--- src/design/sync_fifo.sv ---
// single-clock first-word-fall-through FIFO, the head word is always on rd_data
`timescale 1ns/1ps

module sync_fifo #(
    parameter int data_width = 8,
    parameter int depth = 8
) (
    input  logic                  clk,
    input  logic                  reset,
    input  logic                  flush,
    input  logic                  wr_en,
    input  logic [data_width-1:0] wr_data,
    input  logic                  rd_en,
    output logic [data_width-1:0] rd_data,
    output logic                  empty,
    output logic                  full
);

    localparam int ptr_width = (depth > 1) ? $clog2(depth) : 1;
    localparam int count_width = $clog2(depth + 1);

    logic [data_width-1:0]  mem [depth];
    logic [ptr_width-1:0]   wr_ptr;
    logic [ptr_width-1:0]   rd_ptr;
    logic [count_width-1:0] count;
    logic                   do_write;
    logic                   do_read;

    assign do_write = wr_en && !full;
    assign do_read = rd_en && !empty;
    assign empty = (count == '0);
    assign full = (count == count_width'(depth));
    assign rd_data = mem[rd_ptr];

    always_ff @(posedge clk or posedge reset) begin
        if (reset) begin
            wr_ptr <= '0;
            rd_ptr <= '0;
            count <= '0;
        end else if (flush) begin
            wr_ptr <= '0;
            rd_ptr <= '0;
            count <= '0;
        end else begin
            // pointers wrap at depth so any depth works
            if (do_write) begin
                wr_ptr <= (wr_ptr == ptr_width'(depth - 1)) ? '0 : wr_ptr + 1'b1;
            end
            if (do_read) begin
                rd_ptr <= (rd_ptr == ptr_width'(depth - 1)) ? '0 : rd_ptr + 1'b1;
            end
            if (do_write && !do_read) begin
                count <= count + 1'b1;
            end else if (do_read && !do_write) begin
                count <= count - 1'b1;
            end
        end
    end

    always_ff @(posedge clk) begin
        if (do_write) begin
            mem[wr_ptr] <= wr_data;
        end
    end

endmodule

--- config.mk ---
export PLATFORM = sky130hd
export DESIGN_NAME = sync_fifo
export DESIGN_NICKNAME = d
export VERILOG_FILES = /design/src/design/sync_fifo.sv
export SDC_FILE = /design/constraint.sdc
export NUM_CORES = 1
export LEC_CHECK = 0
export BUFFER_PORTS_ARGS = -buffer_cell sky130_fd_sc_hd__buf_2
export CAP_MARGIN = 20
export CORE_MARGIN = 2
export CORE_UTILIZATION = 38
export DETAILED_ROUTE_END_ITERATION = 16
export PLACE_DENSITY = 0.63
export SLEW_MARGIN = 20
export SYNTH_ARGS = -nofsm -noshare
export SYNTH_HDL_FRONTEND = slang
export SYNTH_SLANG_ARGS = --single-unit
--- constraint.sdc ---
create_clock -name clk -period 7.9 [get_ports clk]
set_clock_uncertainty 0.05 [all_clocks]
set_input_delay 1.975 -clock clk [delete_from_list [all_inputs] [get_ports clk]]
set_output_delay 1.975 -clock clk [all_outputs]
set_load 0.02 [all_outputs]
==> results.toml <==
[outcome]
status = "completed"

[yosys]
ys_warn_count = 0
synth.ff_latch_count = 74
synthCells = 176
avgSynthCellArea_um2 = 18.06
syn_area_mm2 = 0.003178
synth_nets = 196
synth_cell_types = 35
ys_seq_area_share_pct = 68.35

[place]
gp_congestion = 0.6906
numPortBuffers = 22
place_hpwl_um = 3345
place_ws_ps = 3678
placedCellCount = 296

[global_route]
antenna_found_initial = 0
grt_pass1_vias = 1610
grt_max_degree = 20
grt_usage_pct = 13.31
grt_pass1_wl_um = 8473
grt-ovfl-total = 0

[clock_network]
cts_root_buf = "clkbuf_8"
clk_latency_ps = 350
clock_sinks = 74
cts_resized = 0
cts_buffers = 9
clk_pin_slew_worst_paths_ps = 80
postCtsHoldBufs = 0
cts_setup_buffers = 0
cts_tree = "built"
clock_path_buffers = 2
htree_levels = 3

[power]
p_clk_share_pct = 31.7
intPower_mw = 0.8006
p_sw_mw = 0.3284
max-vdd-ir-drop_v = 0.0001020
finalPower_mw = 1.129
power_frac_comb_pct = 23.5
p_seq_share_pct = 44.8
p_leak_nw = 1.266
power_density_mw_per_mm2 = 310.3
sw_frac_of_total_pct = 29.08

[routing]
first_pass_iters = 4
routed-via-count = 1598
wl_per_cell_um = 17.62
viasPerCell = 5.122
drtIter0Drc = 53
drc = 0
drt-total-wl_um = 5497
antenna_left = 0

[timing]
setup_tns_ps = 0
fmax_ghz = 0.2409
slew_viol_final = 0
finalSetupViolations = 0
rsz0062_at_grt = "no"
worst_pin_slew_ps = 953.8
relSlewSlack_pct = 36.18
period_share_pct = 52.55
fin_crit_ps = 4151
final-hold-violation-count = 0
setup_ws_ps = 3749

[die]
ios = 23
die_y_um = 95.45
chipWidth_um = 95.45
num_rows = 33
die-area_mm2 = 0.009111
start_util_pct = 38.87
core_area_mm2 = 0.008175

[cells_and_area]
diodes = 0
nets = 222
fillers = 720
multiInputGateArea_um2 = 942.2
seq_area_mm2 = 0.002173
syn_to_final_growth_pct = 14.49
drive_above_1_share_pct = 35.75
final_cells = 312

[critical_path]
crit_type = "reg2out"
reg2reg_depth = 8
crit_buf_inv = 1
max_stage_delay_ps = 750
cp_slowest_cell = "dfrtp_2"
reg2reg_from = "count[0]$_DFFE_PP0P_"
end_kind = "primary output"
crit_arrival_ps = 2130
cp.required_ps = 5880
r2r_slack_ps = 5070
crit_chain = "mux4_2 -> mux2_2 -> buf_2"
crit_fanout = 19
cp_top_family = "multiplexers"
cp-start-kind = "register"
regToRegEndpoint = "count[3]$_DFFE_PP0P_"

[min_path]
whs_endpoint = "wr_ptr[0]$_DFFE_PP0P_"
hold_class = "reg2reg"
hp-start = "wr_ptr[0]$_DFFE_PP0P_"
hold_depth = 2

[flow_run]
cap_violations = 0
[metrics by stage]
step / util [%] / hold slack (ps) / cell area (um^2)
6_report: 44.51 / 618.6 / 3638
5_1_grt: 44.51 / 640.0 / 3638
4_1_cts: 44.49 / 620.5 / 3637
3_5_place_dp: 41.46 / 609.5 / 3390
3_3_place_gp: 41.46 / 602.7 / 3390
2_1_floorplan: - / 535.1 / 3178
[sequential cells by signal, indices dropped and copies added (netlist names)]
signal,count
mem,64
count,4
rd_ptr,3
wr_ptr,3
[power groups by stage]
stage,Sequential (mW),Combinational (mW),Clock (mW)
after global routing,0.514,0.293,0.382
after CTS,0.508,0.270,0.364
final,0.506,0.265,0.358
after floorplan,0.480,0.250,0
after detailed placement,0.517,0.269,0
after global placement,0.515,0.265,0
[worst max-delay path by stage]
| stage | cells after the start | start | end | slack (ps) |
|---|---|---|---|---|
| 3_3_place_gp | 3 | rd_ptr[0]$_DFFE_PP0P_ | rd_data[0] | 3720 |
| 6_report | 3 | rd_ptr[0]$_DFFE_PP0P_ | rd_data[0] | 3750 |
| 3_5_place_dp | 3 | rd_ptr[0]$_DFFE_PP0P_ | rd_data[6] | 3680 |
| 5_1_grt | 3 | rd_ptr[0]$_DFFE_PP0P_ | rd_data[4] | 3610 |
| 4_1_cts | 3 | rd_ptr[0]$_DFFE_PP0P_ | rd_data[0] | 3310 |
| 2_1_floorplan | 8 | wr_en | count[3]$_DFFE_PP0P_ | 4130 |
[cell usage after synthesis]
cell type  count  share of area, %
or4b_1         1              0.31
a41oi_1        1              0.28
inv_2          1              0.12
o211ai_1       1              0.24
mux2i_1        7               2.2
a211oi_1       1              0.24
nor2_1        15               1.8
nand2b_1       2              0.39
o311a_1        1              0.31
nor3_1         5              0.79
dfrtp_1       10               7.9
mux2_2         8               2.8
nand2b_2       1              0.28
o311ai_0       1              0.28
o41ai_1        1              0.28
buf_6          3               1.1
nor4_1         1              0.20
a21oi_1        3              0.47
a211oi_2       1              0.39
nand2_1        5              0.59
nand3_1        1              0.16
buf_4          1              0.24
buf_1          2              0.24
nor4b_1        1              0.28
buf_2          2              0.31
inv_1          4              0.47
or3_1          3              0.59
fa_1           1              0.63
clkbuf_4       1              0.24
and2_1         1              0.20
ha_1           6               2.4
edfxtp_1      64                60
xnor2_1        2              0.55
mux4_2        16                11
o21ai_4        2               1.0
[layer usage]
layer  wire [um]  vias up  global-route usage (%)
met1        2507      814                   16.89
met2        2706       27                   21.60
met5           0        -                       0
met3         199        9                   3.794
li1            -      748                       -
met4          85        0                   5.357
[logic make-up (layout without fill, tap and decap cells)]
family | after synthesis | in the layout | share of synthesized area (%)
mux | 31 | 31 | 16.38
simple gates | 36 | 36 | 5.551
fa+ha+maj | 7 | 7 | 2.992
xor+xnor | 2 | 2 | 0.5513
compound gates | 12 | 12 | 3.504
buf+inv | 14 | 45 | 2.677
flops | 74 | 74 | 68.35
[placed cells by master, fill, tap and decap left out, drive strengths merged, types with 6 or more instances in the layout]
cell    Yosys  final
buf         8     24
clkbuf      1      9
dfrtp      10     10
edfxtp     64     64
ha          6      6
inv         5      7
mux2        8      8
mux2i       7      7
mux4       16     16
nor2       15     15
[worst reg2reg max path, stage by stage, from the launching register on]
cell,delay [ps]
dfrtp_1,470
or3_1,530
o21ai_4,330
nand2b_2,220
ha_1,180
a21oi_1,90
and2_1,190
or4b_1,470
a41oi_1,200
[area by class of cell]
class	count	area share, %
Multi-Input combinational cell	88	25.89
Tap cell	105	3.611
Clock inverter	7	3.404
Clock buffer	9	3.404
Timing Repair Buffer	24	3.439
Sequential cell	74	59.73
Inverter	5	0.5158
Power figures use the tool's default switching activity.
