$ cat config.mk
export PLATFORM = sky130hd
export DESIGN_NAME = scancode_filter
export DESIGN_NICKNAME = d
export VERILOG_FILES = /design/src/design/ps2_pkg.sv /design/src/design/scancode_filter.sv
export SDC_FILE = /design/constraint.sdc
export NUM_CORES = 1
export LEC_CHECK = 0
export ABC_AREA = 1
export BUFFER_PORTS_ARGS = -buffer_cell sky130_fd_sc_hd__buf_2
export CAP_MARGIN = 15
export CORE_AREA = 2 2 39 41
export CTS_BUF_LIST = sky130_fd_sc_hd__clkbuf_4 sky130_fd_sc_hd__clkbuf_8 sky130_fd_sc_hd__clkbuf_16
export DETAILED_ROUTE_END_ITERATION = 12
export DIE_AREA = 0 0 41 43
export HOLD_SLACK_MARGIN = 0.12
export SETUP_SLACK_MARGIN = 0.2
export SKIP_LAST_GASP = 1
export SYNTH_ARGS = -nofsm -noshare
export SYNTH_HDL_FRONTEND = slang
export SYNTH_SLANG_ARGS = --single-unit
export TNS_END_PERCENT = 30
$ cat constraint.sdc
create_clock -name clk -period 1.9 [get_ports clk]
set_input_delay 0.19 -clock clk [delete_from_list [all_inputs] [get_ports clk]]
set_output_delay 0.19 -clock clk [all_outputs]
set_load 0.005 [all_outputs]
$ cat src/design/ps2_pkg.sv
// shared types, prefix codes, register bit positions and defaults for the ps/2 port and its tests
package ps2_pkg;

    // one frame payload or one stored scancode
    typedef logic [7:0] ps2_byte_t;

    // keyboard prefix bytes
    // release of a key is announced by f0
    localparam ps2_byte_t break_prefix = 8'hf0;
    // extended keys carry an e0 in front of the code
    localparam ps2_byte_t extended_prefix = 8'he0;

    // position in the stored code that marks a key release
    localparam int release_bit = 7;

    // status byte layout, this byte is the high half of the read word
    localparam int stat_not_empty = 0;
    localparam int stat_unread_error = 1;
    localparam int stat_tx_busy = 2;

    // control bits in the write word, valid with bytesel[1]
    localparam int ctl_pop = 15;
    localparam int ctl_flush = 14;

    // defaults for the top level parameters
    localparam int default_clk_freq = 50_000_000;
    localparam int default_fifo_depth = 8;

endpackage

$ cat src/design/scancode_filter.sv
// keyboard prefix tracker, turns raw received bytes into one stored code per key event
`timescale 1ns/1ps

module scancode_filter (
    input  logic               clk,
    input  logic               reset,
    input  ps2_pkg::ps2_byte_t rx_byte,
    input  logic               rx_valid,
    input  logic               rx_error,
    output ps2_pkg::ps2_byte_t code,
    output logic               code_valid
);
    import ps2_pkg::*;

    // f0 seen, the next ordinary byte is a release
    logic release_pending;
    logic is_break;
    logic is_extended;
    logic is_ordinary;

    assign is_break = (rx_byte == break_prefix);
    assign is_extended = (rx_byte == extended_prefix);
    assign is_ordinary = rx_valid && !rx_error && !is_break && !is_extended;

    always_ff @(posedge clk or posedge reset) begin
        if (reset) begin
            release_pending <= 1'b0;
            code_valid <= 1'b0;
        end else begin
            code_valid <= is_ordinary;
            if (rx_valid) begin
                if (rx_error) begin
                    // a broken frame loses the prefix context
                    release_pending <= 1'b0;
                end else if (is_break) begin
                    release_pending <= 1'b1;
                end else if (!is_extended) begin
                    release_pending <= 1'b0;
                end
            end
        end
    end

    // release is folded into the top bit of the code
    always_ff @(posedge clk) begin
        if (is_ordinary) begin
            code <= rx_byte;
            code[release_bit] <= rx_byte[release_bit] | release_pending;
        end
    end

endmodule

==> results.txt <==
* Result of the run: completed
- In this run the tool buffered the top-level ports with 20 buffer cells.
* Slowest cell on crit path: sky130_fd_sc_hd__dlygate4sd3_1
- The number of buffers and inverters on the critical path is 3.
- Sw power: between 0.09 and 0.1 mW
- Count of endpoints failing setup in the final report: 0
* Total vias in the final route: 331
- Actual transition at the worst max-transition pin: 143 ps
- DP HPWL: 558 um
* Number of synthesized register bits: 10
* Wirelength per Cell: 8.77 um
* Relative contribution of the clock network to total power: 34.3%
* Avg Synthesized Cell Area: 11.4 um^2
* Effective utilization at floorplan: 29.7%
* Clock insertion delay at the later pin of the skew report: around 260 ps
* Net total in the final layout: 80
* Clock buffer depth: 2
- Wire length of the first global-routing pass: 1150 um
- Of the total power, the share spent switching nets is 20.1%.
- Setup slack after placement: 745 ps
* Sink Count: 10
- Router iterations before antenna repair: 1
* Initial antenna violation count: 0
- Combined global-route utilization of all metal layers: a little over a tenth
* Gate family responsible for the most delay along the worst path: buffers and inverters
* Final worst-path setup slack: 473 ps
- Vias in the first global route: 313
* End of the worst register-to-register path: code[7]$_DFFE_PP_
- The number of max-slew violations in the final report is 0.
* Slowest stage delay, CP: 530 ps
- The tightest min-delay check is of the in2reg type.
* Most common cell after layout, fill and taps aside: sky130_fd_sc_hd__buf_2
* Root Buffer: sky130_fd_sc_hd__clkbuf_4
* Crit Reg-Reg Startpoint: release_pending$_DFFE_PP0P_
- Measured against its own limit, the worst slew margin works out to 90.5%.
* Terminating pin of the worst hold path: code[5]$_DFFE_PP_
- Sequential cells burn 53.8% of the power.
- Worst-path fanout max: 9
* Period minus WS final: 1430 ps
- Total grt overflow: 0
* Number of top-level pins: 21
- Power spread over the standard cell area amounts to about 750 mW/mm^2.
- The top cell types in the final layout, fill and taps aside, are sky130_fd_sc_hd__buf_2 (20), sky130_fd_sc_hd__nand2_1 (9), sky130_fd_sc_hd__edfxtp_1 (8).
* Die Y-Extent: around 43 um
- Compared with the post-synthesis result, the final layout area differs by 52.9%.
* FF-to-FF setup slack: approximately 980 ps
* Routed wire length: 728 um
* Buffers inserted during post-CTS setup optimization: 0
- The congestion estimate from routability-driven global placement came to between 0.6 and 0.7.
- Number of core rows: 14
- Clock tree synthesis inserted a total of 3 buffers.
* Setup repair after global routing missed its margin: false
* Die boundary width: roughly 40 um
- The startpoint identified for the worst hold timing path is rx_byte[5].
- Antenna diode count: 0
- Number of nets with antenna violations after detailed routing: 0
- Endpoint type of the worst setup path: flop
* Number of distinct library cells after synthesis: 13
* Type of origin of the critical path: primary input
* Clock edge transition at the registers on the reported setup and hold paths: 60 ps
- For the worst setup path, the data arrival time is 1400 ps.
- Most used cell along the critical path: sky130_fd_sc_hd__nand2_1
- Total Negative Setup Slacks: 0 ps
* Cell depth of the worst min-delay path: 1
- Worst vdd rail ir drop: 0.212 mV
- Worst Setup Path Type: in2reg
- For this design the static power due to leakage is 0.309 nW.
* Area inside the core boundary: around 0.0014 mm^2
- Internal portion of total power: around 0.38 mW
- Synth Net Count: between 40 and 50
- TritonCTS built the clock tree.
- In this run, the number of DRC markers left after iteration 0 of detailed routing was 0.
- Syn Std Cell Area: 412 um^2
- The total count of hold-check failures in the final report was 0.
- Entering global routing, the biggest net connects 10 pins.
- Cells on worst reg2reg path: 1
- Synthesis produced 36 cells.
* Req. time, crit path: around 1900 ps
* Max Freq: 701 MHz
- The final critical path takes up about three quarters of the cycle.
* Clock Skews: 0.333 ps
- Number of vias per cell: 3.99
* Warnings from Yosys: 0
- Chain of cells forming the critical path: dlygate4sd3_1 -> buf_2 -> nand2_1 -> nor2_2 -> nand2_1 -> nand2_1 -> a21oi_1 -> buf_4
* Fraction of layout cells with a size suffix above 1: a little under half
- Sequential elements use 70.5% of the synthesized area.
- H-tree levels: 1
* Die Area: 0.00176 mm^2
* Max_cap viols: 0
- DRC violation count after routing: 0
* Part of the power in combinational logic: roughly an eighth
-- cells in the mapped netlist --
cell                       number  area share (%)
sky130_fd_sc_hd__edfxtp_1       8              58
sky130_fd_sc_hd__a21oi_1        1             1.2
sky130_fd_sc_hd__inv_1          6             5.5
sky130_fd_sc_hd__nor2_2         1             1.5
sky130_fd_sc_hd__nand2_2        1             1.5
sky130_fd_sc_hd__dfrtp_1        2              12
sky130_fd_sc_hd__nor2_4         1             2.7
sky130_fd_sc_hd__nand3_2        1             2.4
sky130_fd_sc_hd__nand2_1        9             8.2
sky130_fd_sc_hd__or2_2          1             1.5
sky130_fd_sc_hd__inv_2          2             1.8
sky130_fd_sc_hd__nor2_1         2             1.8
sky130_fd_sc_hd__nand3_1        1             1.2
-- area by class of cell --
class | count | area (um^2)
fillers | 131 | 754
repair buffers | 27 | 168
multi-input cells | 18 | 91.3
flip-flops and latches | 10 | 290
inverters | 8 | 30.0
clock buffers | 4 | 30.0
well taps | 16 | 20.0
-- per-stage QoR --
stage               cells  hold WS (ps)  area [um^2]  total power [mW]  util [%]
CTS                    83           129          629             0.480      45.5
detailed placement     73          43.1          539             0.306      39.0
floorplan              36         -68.8          412             0.277         -
global route           83           126          629             0.499      45.5
finish                 83           137          629             0.472      45.5
global placement       73          38.8          539             0.305      39.0
-- logic make-up (layout without fill, tap and decap cells) --
kind of cell | after synthesis | in the layout | share of synthesized area, %
flip-flops | 10 | 10 | 70.5
AND/OR/NAND/NOR | 17 | 17 | 21.0
buffers and inverters | 8 | 39 | 7.30
AO/OA/AOI/OAI | 1 | 1 | 1.21
-- layer usage --
layer  track usage [%]  routed length [um]  up-vias
met5                 0                   0        -
met3              5.24                  81        2
li1                  -                   -      173
met1              10.5                 288      138
met2              14.4                 344       18
met4              12.0                  13        0
-- sequential cells by signal, summed over array words and instances (netlist names) --
signal,flops
code_valid,1
code,8
release_pending,1
-- power groups by stage --
stage / clock, mW / sequential, mW / combinational [mW]
6_report: 0.162 / 0.254 / 0.0563
3_5_place_dp: 0 / 0.259 / 0.0478
2_1_floorplan: 0 / 0.261 / 0.0158
5_1_grt: 0.178 / 0.255 / 0.0653
3_3_place_gp: 0 / 0.258 / 0.0469
4_1_cts: 0.169 / 0.254 / 0.0572
-- what timing repair did --
action,CTS,global route
gates resized for setup,0,0
hold buffers,6,0
hold endpoints to repair,7,0
-- how the worst max path moves through the flow --
stage                     startpoint           endpoint  cells after the start
final                     rx_byte[6]  code[7]$_DFFE_PP_                      8
after global routing      rx_byte[3]  code[7]$_DFFE_PP_                      9
after CTS                 rx_byte[2]  code[7]$_DFFE_PP_                      9
after detailed placement  rx_byte[6]  code[7]$_DFFE_PP_                      7
after global placement    rx_byte[2]  code[2]$_DFFE_PP_                      8
after floorplan           rx_byte[2]  code[0]$_DFFE_PP_                      6
(Power assumes the default switching activity.)
